$ cat config.mk
export PLATFORM = sky130hd
export DESIGN_NAME = pic
export DESIGN_NICKNAME = d
export VERILOG_FILES = /design/src/pic_pkg.sv /design/src/pic.sv /design/src/pic_core.sv /design/src/pic_service_ctrl.sv /design/src/pic_request_reg.sv /design/src/pic_ctrl_regs.sv
export SDC_FILE = /design/constraint.sdc
export NUM_CORES = 1
export LEC_CHECK = 0
export BUFFER_PORTS_ARGS = -buffer_cell sky130_fd_sc_hd__buf_2
export CAP_MARGIN = 10
export CORE_MARGIN = 3
export CORE_UTILIZATION = 59
export CTS_CLUSTER_SIZE = 28
export DETAILED_ROUTE_END_ITERATION = 10
export PLACE_DENSITY_LB_ADDON = 0.1
export SYNTH_ARGS = -nofsm -noshare
export SYNTH_HDL_FRONTEND = slang
export SYNTH_SLANG_ARGS = --single-unit
$ cat constraint.sdc
create_clock -name clk -period 2.8 [get_ports clk]
set_clock_uncertainty 0.05 [all_clocks]
set_input_delay 0.28 -clock clk [delete_from_list [all_inputs] [get_ports clk]]
set_output_delay 0.28 -clock clk [all_outputs]
set_load 0.03 [all_outputs]
$ cat src/pic_pkg.sv
package pic_pkg;

    // --------------------------------------------------
    // sizes
    // --------------------------------------------------
    localparam int PIC_LINES    = 8;            // request lines per core
    localparam int PIC_LINE_W   = 3;            // line index width
    localparam int PIC_OFFSET_W = 5;            // vector offset from icw2

    localparam logic [PIC_LINE_W-1:0] PIC_CASCADE_LINE = 3'd2; // master line fed by slave

    // --------------------------------------------------
    // reset values
    // --------------------------------------------------
    localparam logic [PIC_LINES-1:0]    PIC_IMR_RESET        = 8'hFF; // all masked
    localparam logic [PIC_OFFSET_W-1:0] PIC_MAS_OFFSET_RESET = 5'h01;
    localparam logic [PIC_OFFSET_W-1:0] PIC_SLA_OFFSET_RESET = 5'h0E;

    // --------------------------------------------------
    // command codes
    // --------------------------------------------------
    localparam logic [1:0] PIC_SEL_OCW2 = 2'b00;            // select field at bits 4:3
    localparam logic [1:0] PIC_SEL_OCW3 = 2'b01;

    localparam logic [7:0] PIC_NONSPEC_EOI     = 8'h20;
    localparam logic [7:0] PIC_SPEC_EOI        = 8'h60;     // line in low bits
    localparam logic [7:0] PIC_ROT_NONSPEC_EOI = 8'hA0;     // rotation gone, still an eoi
    localparam logic [7:0] PIC_ROT_SPEC_EOI    = 8'hE0;

    // icw1 view of a command byte
    typedef struct packed {
        logic [2:0] unused_hi;
        logic       init;                                   // marks icw1
        logic       ltim;                                   // level triggered
        logic [1:0] unused_lo;
        logic       ic4;                                    // icw4 follows
    } pic_icw1_t;

    typedef struct packed {
        logic [4:0]            code;                        // eoi kind plus select
        logic [PIC_LINE_W-1:0] line;
    } pic_ocw2_t;

    typedef struct packed {
        logic [2:0] unused_hi;
        logic [1:0] sel;                                    // ocw2 / ocw3 / icw1
        logic       poll;
        logic       rr;                                     // read register enable
        logic       ris;                                    // 1 = isr, 0 = irr
    } pic_ocw3_t;

    // byte written to address 0
    typedef union packed {
        pic_icw1_t  icw1;
        pic_ocw2_t  ocw2;
        pic_ocw3_t  ocw3;
        logic [7:0] raw;
    } pic_cmd_u;

    // per-core configuration from the control registers
    typedef struct packed {
        logic [PIC_LINES-1:0]    mask;                      // imr
        logic                    ltim;
        logic [PIC_OFFSET_W-1:0] offset;
        logic                    read_isr;
    } pic_cfg_t;

endpackage
$ cat src/pic.sv
`timescale 1ns/10ps

module pic
    import pic_pkg::*;
(
    input  logic        clk,
    input  logic        rst_n,
    input  logic        io_address,
    input  logic        io_read,
    output logic [7:0]  io_readdata,
    input  logic        io_write,
    input  logic [7:0]  io_writedata,
    input  logic        io_master_cs,
    input  logic        io_slave_cs,
    input  logic [15:0] interrupt_input,
    output logic        interrupt_do,
    output logic [7:0]  interrupt_vector,
    input  logic        interrupt_done
);

    logic                    mas_req;
    logic [PIC_LINE_W-1:0]   mas_req_line;
    logic                    mas_pending;
    logic [PIC_OFFSET_W-1:0] mas_offset;
    logic                    mas_init;
    logic [7:0]              mas_readdata;
    logic [PIC_LINES-1:0]    mas_irq_in;
    logic [PIC_LINE_W-1:0]   mas_ack_line;

    logic [PIC_LINE_W-1:0]   sla_req_line;
    logic                    sla_pending;
    logic [PIC_OFFSET_W-1:0] sla_offset;
    logic                    sla_init;
    logic [7:0]              sla_readdata;

    logic                    slave_active;             // current vector from slave
    logic                    mas_active;
    logic                    mas_sel_slave;

    // slave request replaces master input 2
    assign mas_irq_in = {interrupt_input[7:3], sla_pending, interrupt_input[1:0]};

    assign mas_ack_line = slave_active ? PIC_CASCADE_LINE
                                       : interrupt_vector[PIC_LINE_W-1:0];

    pic_core #(
        .OFFSET_RESET (PIC_MAS_OFFSET_RESET)
    ) u_master (
        .clk         (clk),
        .rst_n       (rst_n),
        .write       (io_write && io_master_cs),
        .address     (io_address),
        .writedata   (io_writedata),
        .irq_in      (mas_irq_in),
        .ack         (interrupt_done),
        .ack_line    (mas_ack_line),
        .req         (mas_req),
        .req_line    (mas_req_line),
        .req_pending (mas_pending),
        .offset      (mas_offset),
        .init_start  (mas_init),
        .readdata    (mas_readdata)
    );

    pic_core #(
        .OFFSET_RESET (PIC_SLA_OFFSET_RESET)
    ) u_slave (
        .clk         (clk),
        .rst_n       (rst_n),
        .write       (io_write && io_slave_cs),
        .address     (io_address),
        .writedata   (io_writedata),
        .irq_in      (interrupt_input[15:8]),
        .ack         (interrupt_done && slave_active),
        .ack_line    (interrupt_vector[PIC_LINE_W-1:0]),
        .req         (),
        .req_line    (sla_req_line),
        .req_pending (sla_pending),
        .offset      (sla_offset),
        .init_start  (sla_init),
        .readdata    (sla_readdata)
    );

    // --------------------------------------------------
    // cpu side
    // --------------------------------------------------
    assign mas_active    = mas_req || mas_pending;
    assign mas_sel_slave = mas_req_line == PIC_CASCADE_LINE;

    always_ff @(posedge clk) begin
        if (!rst_n) begin
            slave_active     <= 1'b0;
            interrupt_do     <= 1'b0;
            interrupt_vector <= '0;
        end else if (mas_init) begin
            slave_active     <= 1'b0;
            interrupt_do     <= 1'b0;
            interrupt_vector <= '0;
        end else begin
            if (interrupt_done || sla_init)
                slave_active <= 1'b0;
            else if (mas_active)
                slave_active <= mas_sel_slave;

            if (interrupt_done)
                interrupt_do <= 1'b0;
            else if (mas_req)
                interrupt_do <= 1'b1;

            if (mas_active)
                interrupt_vector <= mas_sel_slave ? {sla_offset, sla_req_line}
                                                  : {mas_offset, mas_req_line};
        end
    end

    // read data held until the next read
    always_ff @(posedge clk) begin
        if (io_read)
            io_readdata <= io_master_cs ? mas_readdata : sla_readdata;
    end

endmodule

$ cat src/pic_core.sv
`timescale 1ns/10ps

module pic_core
    import pic_pkg::*;
#(
    parameter logic [PIC_OFFSET_W-1:0] OFFSET_RESET = PIC_MAS_OFFSET_RESET
) (
    input  logic                    clk,
    input  logic                    rst_n,
    input  logic                    write,
    input  logic                    address,
    input  logic [7:0]              writedata,
    input  logic [PIC_LINES-1:0]    irq_in,
    input  logic                    ack,
    input  logic [PIC_LINE_W-1:0]   ack_line,
    output logic                    req,
    output logic [PIC_LINE_W-1:0]   req_line,
    output logic                    req_pending,
    output logic [PIC_OFFSET_W-1:0] offset,
    output logic                    init_start,
    output logic [7:0]              readdata
);

    pic_cfg_t              cfg;
    logic                  eoi_clear_top;
    logic                  eoi_clear_line;
    logic [PIC_LINE_W-1:0] eoi_line;
    logic [PIC_LINES-1:0]  irr;
    logic [PIC_LINES-1:0]  isr;

    pic_ctrl_regs #(
        .OFFSET_RESET (OFFSET_RESET)
    ) u_ctrl (
        .clk            (clk),
        .rst_n          (rst_n),
        .write          (write),
        .address        (address),
        .writedata      (writedata),
        .cfg            (cfg),
        .init_start     (init_start),
        .eoi_clear_top  (eoi_clear_top),
        .eoi_clear_line (eoi_clear_line),
        .eoi_line       (eoi_line)
    );

    pic_request_reg u_req (
        .clk        (clk),
        .rst_n      (rst_n),
        .irq_in     (irq_in),
        .cfg        (cfg),
        .init_start (init_start),
        .ack        (ack),
        .ack_line   (ack_line),
        .irr        (irr)
    );

    pic_service_ctrl u_svc (
        .clk            (clk),
        .rst_n          (rst_n),
        .irr            (irr),
        .cfg            (cfg),
        .init_start     (init_start),
        .ack            (ack),
        .ack_line       (ack_line),
        .eoi_clear_top  (eoi_clear_top),
        .eoi_clear_line (eoi_clear_line),
        .eoi_line       (eoi_line),
        .isr            (isr),
        .req            (req),
        .req_line       (req_line)
    );

    // request seen, waiting for acknowledge
    always_ff @(posedge clk) begin
        if (!rst_n)
            req_pending <= 1'b0;
        else if (init_start || ack)
            req_pending <= 1'b0;
        else if (req)
            req_pending <= 1'b1;
    end

    assign offset   = cfg.offset;
    assign readdata = address      ? cfg.mask :         // imr
                      cfg.read_isr ? isr : irr;

endmodule

$ cat src/pic_service_ctrl.sv
`timescale 1ns/10ps

module pic_service_ctrl
    import pic_pkg::*;
(
    input  logic                  clk,
    input  logic                  rst_n,
    input  logic [PIC_LINES-1:0]  irr,
    input  pic_cfg_t              cfg,
    input  logic                  init_start,
    input  logic                  ack,
    input  logic [PIC_LINE_W-1:0] ack_line,
    input  logic                  eoi_clear_top,
    input  logic                  eoi_clear_line,
    input  logic [PIC_LINE_W-1:0] eoi_line,
    output logic [PIC_LINES-1:0]  isr,
    output logic                  req,
    output logic [PIC_LINE_W-1:0] req_line
);

    logic [PIC_LINES-1:0]  cand;
    logic [PIC_LINE_W:0]   cand_lvl;                    // PIC_LINES when empty
    logic [PIC_LINE_W:0]   isr_lvl;
    logic [PIC_LINES-1:0]  clr_bits;
    logic [PIC_LINES-1:0]  set_bits;

    // lowest set line wins, extra bit flags none set
    function automatic logic [PIC_LINE_W:0] first_set(input logic [PIC_LINES-1:0] bits);
        logic [PIC_LINE_W:0] idx;
        idx = (PIC_LINE_W+1)'(PIC_LINES);
        for (int i = PIC_LINES - 1; i >= 0; i--) begin
            if (bits[i])
                idx = (PIC_LINE_W+1)'(i);
        end
        return idx;
    endfunction

    // --------------------------------------------------
    // fixed priority resolver
    // --------------------------------------------------
    assign cand     = irr & ~cfg.mask & ~isr;
    assign cand_lvl = first_set(cand);
    assign isr_lvl  = first_set(isr);

    // in-service lines block equal and lower priority
    assign req      = (cand != '0) && (cand_lvl < isr_lvl);
    assign req_line = req ? cand_lvl[PIC_LINE_W-1:0] : 3'd7;

    // --------------------------------------------------
    // in-service register
    // --------------------------------------------------
    always_comb begin
        clr_bits = '0;
        if (eoi_clear_line)
            clr_bits = PIC_LINES'(1) << eoi_line;
        else if (eoi_clear_top && !isr_lvl[PIC_LINE_W])
            clr_bits = PIC_LINES'(1) << isr_lvl[PIC_LINE_W-1:0];  // highest in service
    end

    assign set_bits = ack ? (PIC_LINES'(1) << ack_line) : '0;

    always_ff @(posedge clk) begin
        if (!rst_n)
            isr <= '0;
        else if (init_start)
            isr <= '0;
        else
            isr <= (isr & ~clr_bits) | set_bits;
    end

endmodule

$ cat src/pic_request_reg.sv
`timescale 1ns/10ps

module pic_request_reg
    import pic_pkg::*;
(
    input  logic                  clk,
    input  logic                  rst_n,
    input  logic [PIC_LINES-1:0]  irq_in,
    input  pic_cfg_t              cfg,
    input  logic                  init_start,
    input  logic                  ack,
    input  logic [PIC_LINE_W-1:0] ack_line,
    output logic [PIC_LINES-1:0]  irr
);

    logic [PIC_LINES-1:0] irq_last;                     // previous sample
    logic [PIC_LINES-1:0] rise;
    logic [PIC_LINES-1:0] ack_bits;
    logic [PIC_LINES-1:0] new_req;

    always_ff @(posedge clk) begin
        if (!rst_n)
            irq_last <= '0;
        else
            irq_last <= irq_in;
    end

    assign rise     = irq_in & ~irq_last;
    assign ack_bits = ack ? (PIC_LINES'(1) << ack_line) : '0;
    assign new_req  = cfg.ltim ? irq_in : rise;         // level or edge

    // a request survives only while its input stays high
    always_ff @(posedge clk) begin
        if (!rst_n)
            irr <= '0;
        else if (init_start)
            irr <= '0;
        else
            irr <= (irr & irq_in & ~ack_bits) | new_req;
    end

endmodule

$ cat src/pic_ctrl_regs.sv
`timescale 1ns/10ps

module pic_ctrl_regs
    import pic_pkg::*;
#(
    parameter logic [PIC_OFFSET_W-1:0] OFFSET_RESET = PIC_MAS_OFFSET_RESET
) (
    input  logic                  clk,
    input  logic                  rst_n,
    input  logic                  write,
    input  logic                  address,
    input  logic [7:0]            writedata,
    output pic_cfg_t              cfg,
    output logic                  init_start,
    output logic                  eoi_clear_top,
    output logic                  eoi_clear_line,
    output logic [PIC_LINE_W-1:0] eoi_line
);

    pic_cmd_u   cmd;
    logic       cmd_write;
    logic       data_write;
    logic       icw1;
    logic       icw2;
    logic       icw3;
    logic       icw4;
    logic       ocw1;
    logic       ocw2;
    logic       ocw3;
    logic       in_init;
    logic       need_icw4;
    logic [2:0] byte_expected;                          // next icw number

    assign cmd        = writedata;
    assign cmd_write  = write && !address;
    assign data_write = write && address;

    // --------------------------------------------------
    // write decode
    // --------------------------------------------------
    assign icw1 = cmd_write && cmd.icw1.init;
    assign ocw2 = cmd_write && cmd.ocw3.sel == PIC_SEL_OCW2;
    assign ocw3 = cmd_write && cmd.ocw3.sel == PIC_SEL_OCW3;

    assign icw2 = data_write && in_init && byte_expected == 3'd2;
    assign icw3 = data_write && in_init && byte_expected == 3'd3;  // contents ignored
    assign icw4 = data_write && in_init && byte_expected == 3'd4;  // contents ignored
    assign ocw1 = data_write && !in_init;

    // init sequence
    always_ff @(posedge clk) begin
        if (!rst_n) begin
            in_init       <= 1'b0;
            need_icw4     <= 1'b0;
            byte_expected <= 3'd0;
        end else if (icw1) begin
            in_init       <= 1'b1;
            need_icw4     <= cmd.icw1.ic4;
            byte_expected <= 3'd2;
        end else begin
            if (icw2)
                byte_expected <= 3'd3;
            if (icw3 && need_icw4)
                byte_expected <= 3'd4;
            if ((icw3 && !need_icw4) || icw4)
                in_init <= 1'b0;                        // sequence done
        end
    end

    // --------------------------------------------------
    // mask, mode and read select
    // --------------------------------------------------
    always_ff @(posedge clk) begin
        if (!rst_n) begin
            cfg.mask     <= PIC_IMR_RESET;
            cfg.ltim     <= 1'b0;
            cfg.offset   <= OFFSET_RESET;
            cfg.read_isr <= 1'b0;
        end else begin
            if (icw1) begin
                cfg.mask     <= '0;                     // icw1 unmasks everything
                cfg.ltim     <= cmd.icw1.ltim;
                cfg.read_isr <= 1'b0;
            end else begin
                if (ocw1)
                    cfg.mask <= writedata;
                if (ocw3 && cmd.ocw3.rr)
                    cfg.read_isr <= cmd.ocw3.ris;
            end
            if (icw2)
                cfg.offset <= cmd.raw[7:PIC_LINE_W];    // vector base
        end
    end

    // eoi commands, other ocw2 codes fall through
    assign init_start     = icw1;
    assign eoi_clear_top  = ocw2 && (cmd.raw == PIC_NONSPEC_EOI ||
                                     cmd.raw == PIC_ROT_NONSPEC_EOI);
    assign eoi_clear_line = ocw2 && ({cmd.ocw2.code, 3'b000} == PIC_SPEC_EOI ||
                                     {cmd.ocw2.code, 3'b000} == PIC_ROT_SPEC_EOI);
    assign eoi_line       = cmd.ocw2.line;

endmodule

==> impl.org, run 1 <==
** Run status
- Run status :: finished clean

** Synthesis
- The most used flip-flop cell after synthesis is sky130_fd_sc_hd__dfxtp_1.
- Post-synth design cell area :: 5240 sq um
- Fraction of synthesized cell area taken by the top area cell type :: 38.2%
- Fraction of synthesis flops using an asynchronous set or reset pin :: 0%
- After synthesis, the cell types taking the most area are sky130_fd_sc_hd__dfxtp_1 (38%), sky130_fd_sc_hd__nand2_1 (6.2%), sky130_fd_sc_hd__edfxtp_1 (4.6%).
- Yosys printed 0 warnings.
- Sequential-to-total area share from yosys stat :: 42.8%
- The synthesized netlist devotes 0% of its cell area to XOR and XNOR gates.
- Top cell type by total area after synthesis :: sky130_fd_sc_hd__dfxtp_1
- The average instance in the mapped netlist occupies 9.02 sq um.
- Number of distinct library cell variants in the gate-level netlist after synthesis :: 59
- In this run, synthesis inferred 8 flip-flops with an integrated enable.
- Top cell types by occurrence after synthesis :: sky130_fd_sc_hd__dfxtp_1 (100), sky130_fd_sc_hd__nand2_1 (87), sky130_fd_sc_hd__nor2_1 (45)
- Multiplexer area fraction after synthesis :: 10.1%
- After synthesis the netlist holds a flip-flop and latch count of 108.
- Area share of fa/ha/maj cells after synthesis :: 1.43%
- Among all cell types in the netlist, the one instantiated most often is sky130_fd_sc_hd__dfxtp_1.
- After synthesis, the largest family of logic cells by area is simple AND/OR/NAND/NOR gates.
- Summing the areas of all compound-gate instances in the mapped netlist gives 17.6% of the synthesized area.
- Simple-gate share of the synthesized area :: 25.5%
- Number of cells produced by synthesis :: 581
- Synthesis produced a netlist with a net count of 619.

** Clock tree
- Clock tree synthesis found a total of 108 sinks.
- The tree is rooted in a sky130_fd_sc_hd__clkbuf_8.
- Clock latency at the later pin of the worst-skew pair :: 0.39 ns
- Hold repair after CTS inserted 0 buffers.
- In this run the deepest clock path goes through 2 buffers.
- H-tree levels :: 3
- TritonCTS built the clock tree.
- In this run, CTS created clock tree buffers numbering 9.
- After clock tree synthesis, the clock-pin slew on the worst setup and hold paths is 0.12 ns.

** STA
- Worst Max-Slew Pin Slew :: 0.829 ns
- F_max :: 362 MHz
- Max-slew headroom :: 44.0%
- Once routing completed, OpenROAD measured the worst setup slack at 0.0404 ns.
- Setup repair after global routing missed its margin :: true
- Hold Worst Slack :: 0.0421 ns
- Setup violations remaining at the end of the flow were counted as 0.
- Fin crit share :: 98.6%
- Crit path time final :: 2.76 ns
- Final Max Tran Viols :: 0
- The count of final hold-check violations came to 0.

** Die
- Number of placement rows :: 33
- 49 I/O pins were placed.
- Die Ht :: 100 um
- From left edge to right edge, the die measures 100 um.
- Die Outline Area :: 10100 sq um
- After floorplanning, the core was sized to cover 8420 sq um.
- Initial cell density of the core :: 62.2%

** Drt
- Residual DRC count :: 0
- For this block, the initial DRC count from the detailed router was 311.
- Via density per instance :: 6.35
- For this block, the routed nets add up to 15200 um of wire.
- Avg WL per Cell :: 20.1 um
- Antenna-violating nets left :: 0
- The first detailed-routing pass ran for 7 iterations.
- For this block, the via count after detailed routing is 4775.

** Place
- Detailed placement ended at an HPWL of 11100 um.
- Port Buffers :: 47
- Count of placed standard cells including taps :: 733
- Last weighted congestion value of the routability-driven placer :: 0.906
- At the placement stage, the worst setup path has a slack of 0.0915 ns.

** Job
- Max-cap violations in this run came to 0.

** Layout
- Once layout is complete, the cells apart from fillers number 752.
- Final nets :: 679
- P&R area growth vs syn :: 14.7%
- Total of fill cells in the finished design :: 663
- Proportion of layout cells with a drive suffix above 1 :: 23.7%

** Pwr
- Power per Cell Area :: 567 nW/um^2
- VDD sags by at most 364 uV.
- Static leakage power :: 2.36 nW

** Global route
- Number of global-route vias before repair :: 4634
- Gr ovfl total :: 0
- Entering global routing, the biggest net connects 31 pins.
- For this run, the total global-route usage over all layers was measured as 30.6%.
- Wire length of the first global-routing pass :: 23800 um
- Number of antenna violations at the first check in global routing :: 2

** Critical path
- Critical Path End Type :: register
- Critical Path Fanout Max :: 10
- The worst setup path is of the register to register kind.
- Data arrives at the worst endpoint at 3.05 ns.
- Req. time, crit path :: 3.09 ns
- Kind of launch point of the worst setup path :: register
- Reg2Reg Setup Slack :: 0.04 ns

** Hold path
- The min-delay analysis places its worst path in the category input pin to register.
-- metal layers --
layer / track usage, % / vias up / part of all wire (%)
li1: - / 2221 / -
met4: 12.4 / 2 / 3.4
met1: 40.0 / 2268 / 40
met3: 5.63 / 60 / 7.7
met5: 0 / - / 0.086
met2: 50.2 / 224 / 48
-- cell usage in the layout (no fill, tap or decap), types with 9 or more instances in the layout --
master	synthesis	routed
sky130_fd_sc_hd__a31oi_1	25	25
sky130_fd_sc_hd__inv_1	10	10
sky130_fd_sc_hd__o21ai_0	20	20
sky130_fd_sc_hd__nor2_1	45	45
sky130_fd_sc_hd__and2_1	20	20
sky130_fd_sc_hd__dfxtp_1	100	96
sky130_fd_sc_hd__buf_4	0	24
sky130_fd_sc_hd__a21oi_1	31	30
sky130_fd_sc_hd__nor2b_1	19	19
sky130_fd_sc_hd__nand3_1	19	19
sky130_fd_sc_hd__clkbuf_8	0	9
sky130_fd_sc_hd__mux2i_1	17	17
sky130_fd_sc_hd__buf_2	2	47
sky130_fd_sc_hd__nand2_1	87	87
sky130_fd_sc_hd__mux2_2	16	16
sky130_fd_sc_hd__a22oi_1	16	16
-- critical path: stages, from the launching register on --
cell and delay (ns):
sky130_fd_sc_hd__dfxtp_2 0.39, sky130_fd_sc_hd__or3b_1 0.40, sky130_fd_sc_hd__or2b_1 0.19, sky130_fd_sc_hd__nand2b_1 0.07
sky130_fd_sc_hd__a21oi_2 0.15, sky130_fd_sc_hd__ha_1 0.25, sky130_fd_sc_hd__o211ai_1 0.34, sky130_fd_sc_hd__buf_4 0.20
sky130_fd_sc_hd__a31oi_4 0.05, sky130_fd_sc_hd__o21bai_4 0.26, sky130_fd_sc_hd__buf_12 0.16, sky130_fd_sc_hd__o21ai_0 0.07
sky130_fd_sc_hd__a21oi_1 0.12
-- report_power, final --
group / switching [mW] / total (mW) / internal, mW
sequential: 0.0752 / 1.72 / 1.65
combinational: 0.406 / 0.667 / 0.261
clock: 0.646 / 1.02 / 0.372
total: 1.13 / 3.41 / 2.28
-- timing repair --
action | in CTS | in global routing
endpoints found under the hold margin | 0 | 0
resized for setup | 0 | 16
setup buffers | 0 | 2
endpoints found under the setup margin | 0 | 9
-- final timing paths --
check | cells past startpoint | startpoint | endpoint
setup / recovery | 12 | u_master.u_req.irr[6]$_SDFF_PP0_ | interrupt_vector[3]$_SDFFE_PP0P_
hold / removal | 2 | interrupt_input[10] | u_slave.u_req.irq_last[2]$_SDFF_PN0_
setup reg to reg | 12 | u_master.u_req.irr[6]$_SDFF_PP0_ | interrupt_vector[3]$_SDFFE_PP0P_
hold reg to reg | 1 | u_master.u_req.irq_last[6]$_SDFF_PN0_ | u_master.u_req.irr[6]$_SDFF_PP0_
-- registers in the layout (all words and copies together), names as in the netlist, 8 cells and up --
signal and flops:
u_master.u_ctrl.cfg 15, u_slave.u_ctrl.cfg 15, interrupt_vector 8, io_readdata 8, u_master.u_req.irq_last 8, u_master.u_req.irr 8
u_master.u_svc.isr 8, u_slave.u_req.irq_last 8, u_slave.u_req.irr 8, u_slave.u_svc.isr 8
-- per-stage QoR --
step / power (mW) / cell area [sq um] / util (%) / setup TNS [ns]
2_1_floorplan: 2.15 / 5240 / - / 0
3_3_place_gp: 2.37 / 5700 / 67.7 / 0
3_5_place_dp: 2.38 / 5700 / 67.7 / 0
4_1_cts: 3.38 / 5910 / 70.2 / 0
5_1_grt: 3.53 / 6010 / 71.4 / -0.270
6_report: 3.41 / 6010 / 71.4 / 0
-- area by class of cell --
class / instances / area [sq um] / share of cell area [%]
antenna: 1 / 2.50 / 0.0416
tap: 105 / 131 / 2.19
multi-input combinational: 439 / 2920 / 48.6
clock inverter: 7 / 88.8 / 1.48
clock buffer: 9 / 124 / 2.06
sequential: 108 / 2250 / 37.4
timing repair buffer: 73 / 455 / 7.58
inverter: 10 / 37.5 / 0.624
-- cells by family (layout without fill, tap and decap cells) --
group           after synthesis  count (layout)
other cells                   0               1
compound gates              135             135
fa+ha+maj                     6               6
mux                          41              41
simple gates                257             257
flops                       108             108
buf+inv                      34              99
Power figures use the tool's default switching activity.
==> inputs of run 2 (changes only) <==
--- a/config.mk
+++ b/config.mk
@@ -5,10 +5,12 @@
 export SDC_FILE = /design/constraint.sdc
 export NUM_CORES = 1
 export LEC_CHECK = 0
+export ABC_AREA = 1
 export BUFFER_PORTS_ARGS = -buffer_cell sky130_fd_sc_hd__buf_2
 export CAP_MARGIN = 10
 export CORE_MARGIN = 3
 export CORE_UTILIZATION = 59
+export CTS_BUF_LIST = sky130_fd_sc_hd__clkbuf_16
 export CTS_CLUSTER_SIZE = 28
 export DETAILED_ROUTE_END_ITERATION = 10
 export PLACE_DENSITY_LB_ADDON = 0.1
==> run 2 against run 1 <==
Against the previous run: die area decreased by 0.66%; first-iteration DRC count up 1.9%; fmax grew 16%; critical endpoint is now interrupt_vector[6]$_SDFFE_PP0P_; largest cell class unchanged; largest power group unchanged.
==> impl.org, run 2 <==
** Synthesis
- Top cell types by occurrence after synthesis :: sky130_fd_sc_hd__nand2_1 (142), sky130_fd_sc_hd__dfxtp_1 (100), sky130_fd_sc_hd__inv_1 (96)
- Synth area leaders :: sky130_fd_sc_hd__dfxtp_1 (38%), sky130_fd_sc_hd__nand2_1 (10%), sky130_fd_sc_hd__inv_1 (6.9%)
- The part of the Yosys area used for sequential elements came to 43.1% (+0.30 points).
- The biggest area contributor in the post-synthesis netlist is sky130_fd_sc_hd__dfxtp_1.
- Leading cell type by number of instances after synthesis :: sky130_fd_sc_hd__nand2_1
- The number of warnings printed during yosys synthesis was 0 (unchanged).
- The proportion of register bits with asynchronous set or reset after synthesis came to 0% (unchanged).
- Post-synthesis sequential element count :: 108 (unchanged)
- Number of cells produced by synthesis :: 708 (+22%)
- Number of distinct library cell variants in the gate-level netlist after synthesis :: 38 (-36%)
- Among all flip-flop cells after synthesis, the most frequent one is sky130_fd_sc_hd__dfxtp_1.
- Post-synth design cell area :: 5210 sq um (-0.69%)
- Fraction of synthesized cell area taken by the top area cell type :: 38.5% (+0.27 points)
- Post-synth net total :: 746 (+21%)
- Mean instance size in the synthesized netlist :: 7.35 sq um (-19%)
- The number of enable flip-flop cells after synthesis came to 8 (unchanged).

** Critical path
- The worst setup path is launched from a register.
- Setup CP Type :: register to register
- The slowest stage of the critical path belongs to the cell sky130_fd_sc_hd__dfxtp_1.
- The critical path required time is 3.01 ns (-0.08 ns).
- Crit path largest cell delay :: 0.41 ns (about the same)
- Largest delay contributor family on the critical path :: simple AND/OR/NAND/NOR gates
- The instance count on the critical path was 15 (+3).
- The most numerous cell type found on the critical path is sky130_fd_sc_hd__nand2_1.
- The signal on the critical path passes through inv_1, nand3b_1, nand2_1, nor2_1, nand2_1, inv_1, ha_1, a21oi_1, nand2_1, inv_1, nand4_2, nand2_1, nand3_1, nand2_1, inv_1.
- Signal arrival time at the worst endpoint :: 2.59 ns (-0.46 ns)
- Startpoint of the most critical register-to-register path :: u_master.u_svc.isr[5]$_SDFF_PP0_
- The number of cells on the worst reg-to-reg path was 15 (+3).
- The largest fanout of any net on the critical path was 8 (-2).
- Number of buffers and inverters on the critical path :: 4 (+2)
- Critical Path End Type :: register
- Reg2Reg Setup Slack :: 0.42 ns (+0.37 ns)
- The worst register-to-register path ends at interrupt_vector[6]$_SDFFE_PP0P_.

** Global route
- Global routing usage summed across all routing layers :: 30.3% (-0.33 points)
- The number of antenna violations at the first check in global routing came to 0 (-2).
- Wire length of the first global-routing pass :: 23700 um (-0.55%)
- The number of global-route vias before repair came to 4673 (+0.84%).
- The overall overflow remaining after global route is 0 (unchanged).
- The maximum number of pins on one net before global-route repair is 23 (-26%).

** Clock tree
- Setup bufs post-CTS :: 0 (unchanged)
- The clock-pin transition on the worst setup and hold timing paths is 0.08 ns (-0.04 ns).
- Clock latency at the later pin of the worst-skew pair :: 0.35 ns (-0.04 ns)
- CTS placed an instance of sky130_fd_sc_hd__clkbuf_16 at the clock tree root.
- The number of H-tree branching levels came to 3 (unchanged).
- Clock tree from TritonCTS :: done
- The count of cells resized by post-cts repair was 0 (unchanged).
- The number of hold buffers added after cts is 0 (unchanged).
- CTS sink count :: 108 (unchanged)
- The number of buffers on the longest clock path came to 2 (unchanged).
- The number of buffers added by the clock tree synthesis step is 9 (unchanged).

** STA
- F_max :: 419 MHz (+16%)
- The number of setup violations in the final report was 0 (unchanged).
- Setup repair after global routing left no endpoint under its margin.
- The count of final hold-check violations came to 0 (unchanged).
- Fin crit share :: 85.2% (-13 points)
- The setup slack after layout came to 0.415 ns (+0.375 ns).
- Crit path time final :: 2.38 ns (-0.375 ns)
- The total negative setup slack was 0 ns (unchanged).
- The slew at the pin closest to its max-slew limit is 0.766 ns (-0.0628 ns).
- Final Max Tran Viols :: 0 (unchanged)
- The remaining max-slew budget at the tightest pin came to 48.9% (+4.9 points).

** Hold path
- Capture endpoint of the worst hold path :: u_master.u_req.irq_last[3]$_SDFF_PN0_
- Cell depth of the worst hold path :: 3 (+1)
- The startpoint identified for the worst hold timing path is interrupt_input[3].
- The path class of the tightest hold or removal check is input pin to register.

** Pwr
- The maximum resistive drop on vdd was 470 uV (+29%).
- The overall power after layout came to 3.67 mW (+7.7%).
- The total power per unit cell area came to 626 nW/um^2 (+10%).
- The leakage power summed over all cells came to 2.60 nW (+10%).

** Die
- Die outline width :: 99.9 um (-0.33%)
- Std-Cell Core Area :: 8380 sq um (-0.49%)
- The die footprint was 9990 sq um (-0.66%).
- The die outline height is 99.9 um (-0.33%).
- Number of placement rows :: 33 (unchanged)
- The effective utilization at floorplan is 62.1% (-0.13 points).
- The number of primary I/O pins is 49 (unchanged).

** Drt
- Total number of vias :: 5081 (+6.4%)
- The violation count after the first detailed-route iteration was 317 (+1.9%).
- Detailed Routing Iterations Pass 1 :: 5 (-2)
- The total detailed-routing wirelength came to 15000 um (-1.3%).
- Residual DRC count :: 0 (unchanged)
- The average wire per cell in the routed design is 17.4 um (-14%).
- Antenna-violating nets left :: 0 (unchanged)
- The via density per instance came to 5.89 (-7.2%).

** Place
- Sum of net half-perimeters after detailed placement :: 11400 um (+2.7%)
- The worst slack after detailed placement came to 0.429 ns (+0.338 ns).
- The count of input and output buffers came to 47 (unchanged).
- Last weighted congestion value of the routability-driven placer :: 0.974 (+7.5%)

** Layout
- Leading cell type in the layout, fill and taps excluded :: sky130_fd_sc_hd__nand2_1
- Final nets :: 790 (+16%)
- Highest-count cells in the layout ignoring fill and taps :: sky130_fd_sc_hd__nand2_1 (142), sky130_fd_sc_hd__dfxtp_1 (100), sky130_fd_sc_hd__inv_1 (96)
- The share of cells above drive strength 1 was 13.5% (-10 points).
- Number of inserted diodes :: 0 (-1)
- P&R area growth vs syn :: 12.5%
- The largest registers in the layout are u_master.u_ctrl.cfg x15, u_slave.u_ctrl.cfg x15.

** Run status
- The flow ran to the end, and the final reports show no timing, DRC or antenna violations.

** Job
- The number of violations of the max-capacitance limit was 0 (unchanged).
## run 2: cell type report
type | instances | area, sq um
clock buffers | 10 | 250
well taps | 105 | 131
flip-flops and latches | 108 | 2240
inverters | 108 | 405
fillers | 743 | 2520
clock inverters | 6 | 75.1
multi-input cells | 471 | 2470
repair buffers | 54 | 288
## run 2: how the worst max path moves through the flow
stage | from | endpoint | slack (ns)
6_report | u_master.u_svc.isr[5]$_SDFF_PP0_ | interrupt_vector[6]$_SDFFE_PP0P_ | 0.42
5_1_grt | u_master.u_svc.isr[0]$_SDFF_PP0_ | interrupt_vector[6]$_SDFFE_PP0P_ | 0.11
3_5_place_dp | u_master.u_svc.isr[0]$_SDFF_PP0_ | interrupt_vector[6]$_SDFFE_PP0P_ | 0.43
3_3_place_gp | u_master.u_svc.isr[0]$_SDFF_PP0_ | interrupt_vector[3]$_SDFFE_PP0P_ | 0.49
4_1_cts | u_master.u_svc.isr[0]$_SDFF_PP0_ | interrupt_vector[6]$_SDFFE_PP0P_ | 0.42
2_1_floorplan | u_master.u_svc.isr[0]$_SDFF_PP0_ | interrupt_vector[3]$_SDFFE_PP0P_ | 0.78
## run 2: cells by family (layout without fill, tap and decap cells)
logic type               Yosys count  count (layout)  synth area share [%]
flip-flops                       108             108                  43.1
adder cells (fa/ha/maj)            6               6                  1.44
AO/OA/AOI/OAI                    166             166                  20.2
multiplexers                       1               1                 0.216
buffers and inverters            129             178                  9.54
AND/OR/NAND/NOR                  298             298                  25.5
## run 2: worst min-delay path, cell delays in order
cell and delay (ns):
sky130_fd_sc_hd__buf_2 0.07, sky130_fd_sc_hd__nand2_1 0.05, sky130_fd_sc_hd__inv_1 0.05
## run 2: per-stage QoR
step	std cells	hold WS, ns	util, %	instance area (sq um)
4_1_cts	862	0.0747	69.9	5860
3_3_place_gp	846	0.362	66.0	5530
3_5_place_dp	846	0.367	66.0	5530
2_1_floorplan	708	0.341	-	5210
5_1_grt	862	0.0856	69.9	5860
6_report	862	0.0758	69.9	5860
## run 2: report_power, final
group	leakage, nW	internal (mW)	switching (mW)
registers	0.897	1.64	0.0638
clock network	0.157	0.763	0.623
logic	1.55	0.181	0.393
total	2.60	2.59	1.08
## run 2: routing by layer
metal	GRT usage, %	routed length [um]	share of wire [%]	up-vias
li1	-	-	-	2480
met1	40.0	6430	43	2347
met2	50.2	7040	47	228
met3	6.05	1180	7.9	26
met4	9.56	310	2.1	0
met5	0	0	0	-
==> inputs of run 3 (changes only) <==
--- a/config.mk
+++ b/config.mk
@@ -9,11 +9,11 @@
 export BUFFER_PORTS_ARGS = -buffer_cell sky130_fd_sc_hd__buf_2
 export CAP_MARGIN = 10
 export CORE_MARGIN = 3
-export CORE_UTILIZATION = 59
+export CORE_UTILIZATION = 61
 export CTS_BUF_LIST = sky130_fd_sc_hd__clkbuf_16
-export CTS_CLUSTER_SIZE = 28
 export DETAILED_ROUTE_END_ITERATION = 10
 export PLACE_DENSITY_LB_ADDON = 0.1
 export SYNTH_ARGS = -nofsm -noshare
 export SYNTH_HDL_FRONTEND = slang
+export SYNTH_HIERARCHICAL = 1
 export SYNTH_SLANG_ARGS = --single-unit
==> run 3 against run 2 <==
Against the previous run: critical endpoint is now interrupt_vector[0]$_SDFFE_PP0P_; fmax fell by 5.1%; sequential power barely moved; wire length rose by 3.5%; global-route usage fell by 2.5 points; flip-flop and latch count did not move; via count rose by 18%; hold slack got worse by 0.0025 ns; core utilization fell by 0.28 points; area after synthesis rose by 19%; combinational power rose by 18%.
==> impl.org, run 3 <==
** Run status
- Run status :: finished clean

** Place
- The HPWL reported at the end of detailed placement is 11700 um (+3.0%).
- The count of input and output buffers is 47 (unchanged).
- The total cell area at the placement stage was 6530 sq um (+18%).
- Last weighted congestion value of the routability-driven placer :: 0.940 (-3.5%)

** Die
- The effective utilization at floorplan is 63.3% (+1.1 points).
- Die Outline Area :: 11400 sq um (+14%)
- The die outline height was 107 um (+7.0%).
- The number of primary I/O pins is 49 (unchanged).
- The number of standard-cell rows in the floorplan was 36 (+9.1%).
- The die outline width was 107 um (+7.0%).
- The placeable core region is 9820 sq um (+17%).

** Layout
- Biggest registers after layout :: u_master/u_ctrl/cfg x15, u_slave/u_ctrl/cfg x15
- The library cell used most frequently in the layout, excluding fill and tap cells, is sky130_fd_sc_hd__nand2_1.
- Final core occ :: 69.6% (-0.28 points)
- The number of diodes was 0 (unchanged).
- P&R area growth vs syn :: 10.1%
- The count of nets after finishing is 1045 (+32%).
- Highest-count cells in the layout ignoring fill and taps :: sky130_fd_sc_hd__nand2_1 (301), sky130_fd_sc_hd__inv_1 (152), sky130_fd_sc_hd__nor2_1 (116)
- The share of cells above drive strength 1 came to 17.2% (+3.7 points).
- Final standard cell area without fillers :: 6840 sq um (+17%)

** Pwr
- Static leakage power :: 3.41 nW (+31%)
- Power per Cell Area :: 530 nW/um^2 (-15%)
- Worst VDD drop :: 368 uV (-22%)

** STA
- Setup repair after global routing left no endpoint under its margin.
- Number of setup violations in the final report :: 0 (unchanged)
- The highest achievable clock rate is 398 MHz (-5.1%).
- The final count of pins violating max slew was 0 (unchanged).
- The tightest hold margin came to 0.0732 ns (-0.00255 ns).
- Number of endpoints with negative hold slack in the final report :: 0 (unchanged)
- Max-slew headroom :: 61.4% (+13 points)
- The share of the clock period used by the worst path after layout is 89.7% (+4.6 points).
- The total negative setup slack is 0 ns (unchanged).
- Crit path time final :: 2.51 ns (+0.128 ns)
- The slew at the pin closest to its max-slew limit came to 0.577 ns (-0.189 ns).

** Synthesis
- The average cell area after synthesis came to 6.46 sq um (-12%).
- Top flip-flop cell by instance count after synthesis :: sky130_fd_sc_hd__dfxtp_1
- The share of the synthesized area in the top cell type is 32.2% (-6.2 points).
- By instance count, the leading cell after synthesis is sky130_fd_sc_hd__nand2_1.
- The area of the mapped netlist came to 6210 sq um (+19%).
- Fraction of synthesis flops using an asynchronous set or reset pin :: 0% (unchanged)
- The synthesized design spends more area on one cell type than any other, namely sky130_fd_sc_hd__dfxtp_1.
- Post-synth net total :: 999 (+34%)
- Post-synthesis sequential element count :: 108 (unchanged)
- The part of the Yosys area used for sequential elements was 36.1% (-7.0 points).
- The number of standard cells after synthesis was 961 (+36%).
- Number of distinct library cell variants in the gate-level netlist after synthesis :: 39 (+2.6%)
- Synth area leaders :: sky130_fd_sc_hd__dfxtp_1 (32%), sky130_fd_sc_hd__nand2_1 (18%), sky130_fd_sc_hd__inv_1 (9.1%)
- Number of enable flip-flop cells after synthesis :: 8 (unchanged)
- In the synthesized netlist, the cells that appear most often are sky130_fd_sc_hd__nand2_1 (301), sky130_fd_sc_hd__inv_1 (151), sky130_fd_sc_hd__nor2_1 (116).
- Synth warnings :: 6 (+6)

** Drt
- Avg WL per Cell :: 13.5 um (-22%)
- The length of the first detailed-routing pass in iterations is 6 (+1).
- Residual DRC count :: 0 (unchanged)
- Via density per instance :: 5.23 (-11%)
- Wirelength, routed :: 15500 um (+3.5%)
- Total number of vias :: 5984 (+18%)
- Number of DRC violations after detailed-routing iteration 0 :: 461 (+45%)
- The remaining number of nets flagged by the antenna check after routing came to 0 (unchanged).

** Clock tree
- The clock-pin transition on the worst setup and hold timing paths was 0.08 ns (about the same).
- Clock tree from TritonCTS :: done
- Total CTS buffers :: 9 (unchanged)
- The number of clock sinks came to 108 (unchanged).
- CTS Buffer Depth :: 2 (unchanged)
- The number of H-tree branching levels is 3 (unchanged).
- The clock latency on the worst-skew pair was 0.35 ns (about the same).
- Count of hold-fix buffers inserted at cts :: 0 (unchanged)
- The root buffer cell chosen for the clock tree is sky130_fd_sc_hd__clkbuf_16.

** Global route
- Number of antenna violations at the first check in global routing :: 0 (unchanged)
- Number of global-route vias before repair :: 5255 (+12%)
- Wire length of the first global-routing pass :: 25400 um (+7.3%)
- Largest net degree at the start of global routing :: 28 (+22%)
- The global router's overall resource usage was 27.8% (-2.5 points).
- Gr ovfl total :: 0 (unchanged)

** Hold path
- Hold WC Path Type :: input pin to register

** Critical path
- STA classifies the critical path endpoint as a register.
- Signal arrival time at the worst endpoint :: 2.70 ns (+0.11 ns)
- STA classifies the critical path startpoint as a register.
- The critical path required time is 2.99 ns (-0.02 ns).
- Setup CP Type :: register to register
- Critical Path Fanout Max :: 16 (+8)

** Job
- Number of max-cap violations :: 0 (unchanged)
-- run 3: cell count changes in the layout (fill, tap and decap cells not counted), sizes merged, moves of 11 or more --
cell,change
nand2,+174
o211ai,-11
inv,+71
nor2,+56
a221o,-16
nor3,-18
o21ai,-22
nand3,+39
a311oi,-18
-- run 3: per-stage QoR --
stage / setup WS [ns] / power [mW] / instances
final: 0.287 / 3.62 / 1145
after global routing: 0.0304 / 3.79 / 1145
after CTS: 0.211 / 3.63 / 1144
after detailed placement: 0.235 / 2.42 / 1128
after global placement: 0.257 / 2.41 / 1128
after floorplan: 0.470 / 2.23 / 961
-- run 3: worst paths after layout --
check | startpoint | endpoint | slack (ns) | cells past startpoint
hold reg to reg | u_master/u_ctrl/in_init$_SDFFE_PN0P_ | u_master/u_ctrl/in_init$_SDFFE_PN0P_ | 0.43 | 2
setup / recovery | u_master/u_svc/isr[0]$_SDFF_PP0_ | interrupt_vector[0]$_SDFFE_PP0P_ | 0.29 | 14
setup reg to reg | u_master/u_svc/isr[0]$_SDFF_PP0_ | interrupt_vector[0]$_SDFFE_PP0P_ | 0.29 | 14
hold / removal | interrupt_input[12] | u_slave/u_req/irq_last[4]$_SDFF_PN0_ | 0.07 | 3
-- run 3: layout make-up --
cell class / count / area (sq um)
Clock buffer: 9 / 225
Timing Repair Buffer: 57 / 323
Sequential cell: 108 / 2240
Multi-Input combinational cell: 654 / 3140
Clock inverter: 7 / 57.6
Inverter: 177 / 686
Tap cell: 133 / 166
Fill cell: 889 / 2980
-- run 3: cell families (layout without fill, tap and decap cells) --
| group | after synthesis | after routing | synth area share (%) |
|---|---|---|---|
| buffers and inverters | 199 | 250 | 13.5 |
| multiplexers | 8 | 8 | 1.45 |
| AND/OR/NAND/NOR | 539 | 539 | 37.3 |
| flip-flops | 108 | 108 | 36.1 |
| adder cells (fa/ha/maj) | 6 | 6 | 1.21 |
| AO/OA/AOI/OAI | 101 | 101 | 10.4 |
-- run 3: what timing repair did --
item	4_1_cts	5_1_grt
setup buffers	0	1
resized for setup	0	2
endpoints found under the setup margin	0	9
-- run 3: where the power goes --
group / total, mW / internal, mW / switching [mW]
Sequential: 1.72 / 1.64 / 0.0800
Clock: 1.22 / 0.619 / 0.602
Combinational: 0.680 / 0.222 / 0.459
Total: 3.62 / 2.48 / 1.14
-- run 3: critical path, cell delays in order (launching register included) --
cell and delay (ns):
sky130_fd_sc_hd__dfxtp_1 0.41, sky130_fd_sc_hd__nor2_1 0.07, sky130_fd_sc_hd__nand2_1 0.08, sky130_fd_sc_hd__nand2_1 0.08
sky130_fd_sc_hd__nor2_1 0.13, sky130_fd_sc_hd__inv_2 0.05, sky130_fd_sc_hd__nor3_2 0.18, sky130_fd_sc_hd__ha_1 0.29
sky130_fd_sc_hd__a211oi_2 0.29, sky130_fd_sc_hd__a21boi_2 0.29, sky130_fd_sc_hd__inv_1 0.10, sky130_fd_sc_hd__nand2_4 0.16
sky130_fd_sc_hd__nand2_1 0.07, sky130_fd_sc_hd__nor2_1 0.10, sky130_fd_sc_hd__nor2_1 0.04
-- run 3: routing by layer --
layer,global-route usage [%],wire (um),share of wire (%)
met5,0,0,0
met3,4.21,1290,8.3
met2,42.3,6720,43
met4,7.40,273,1.8
met1,41.2,7200,47
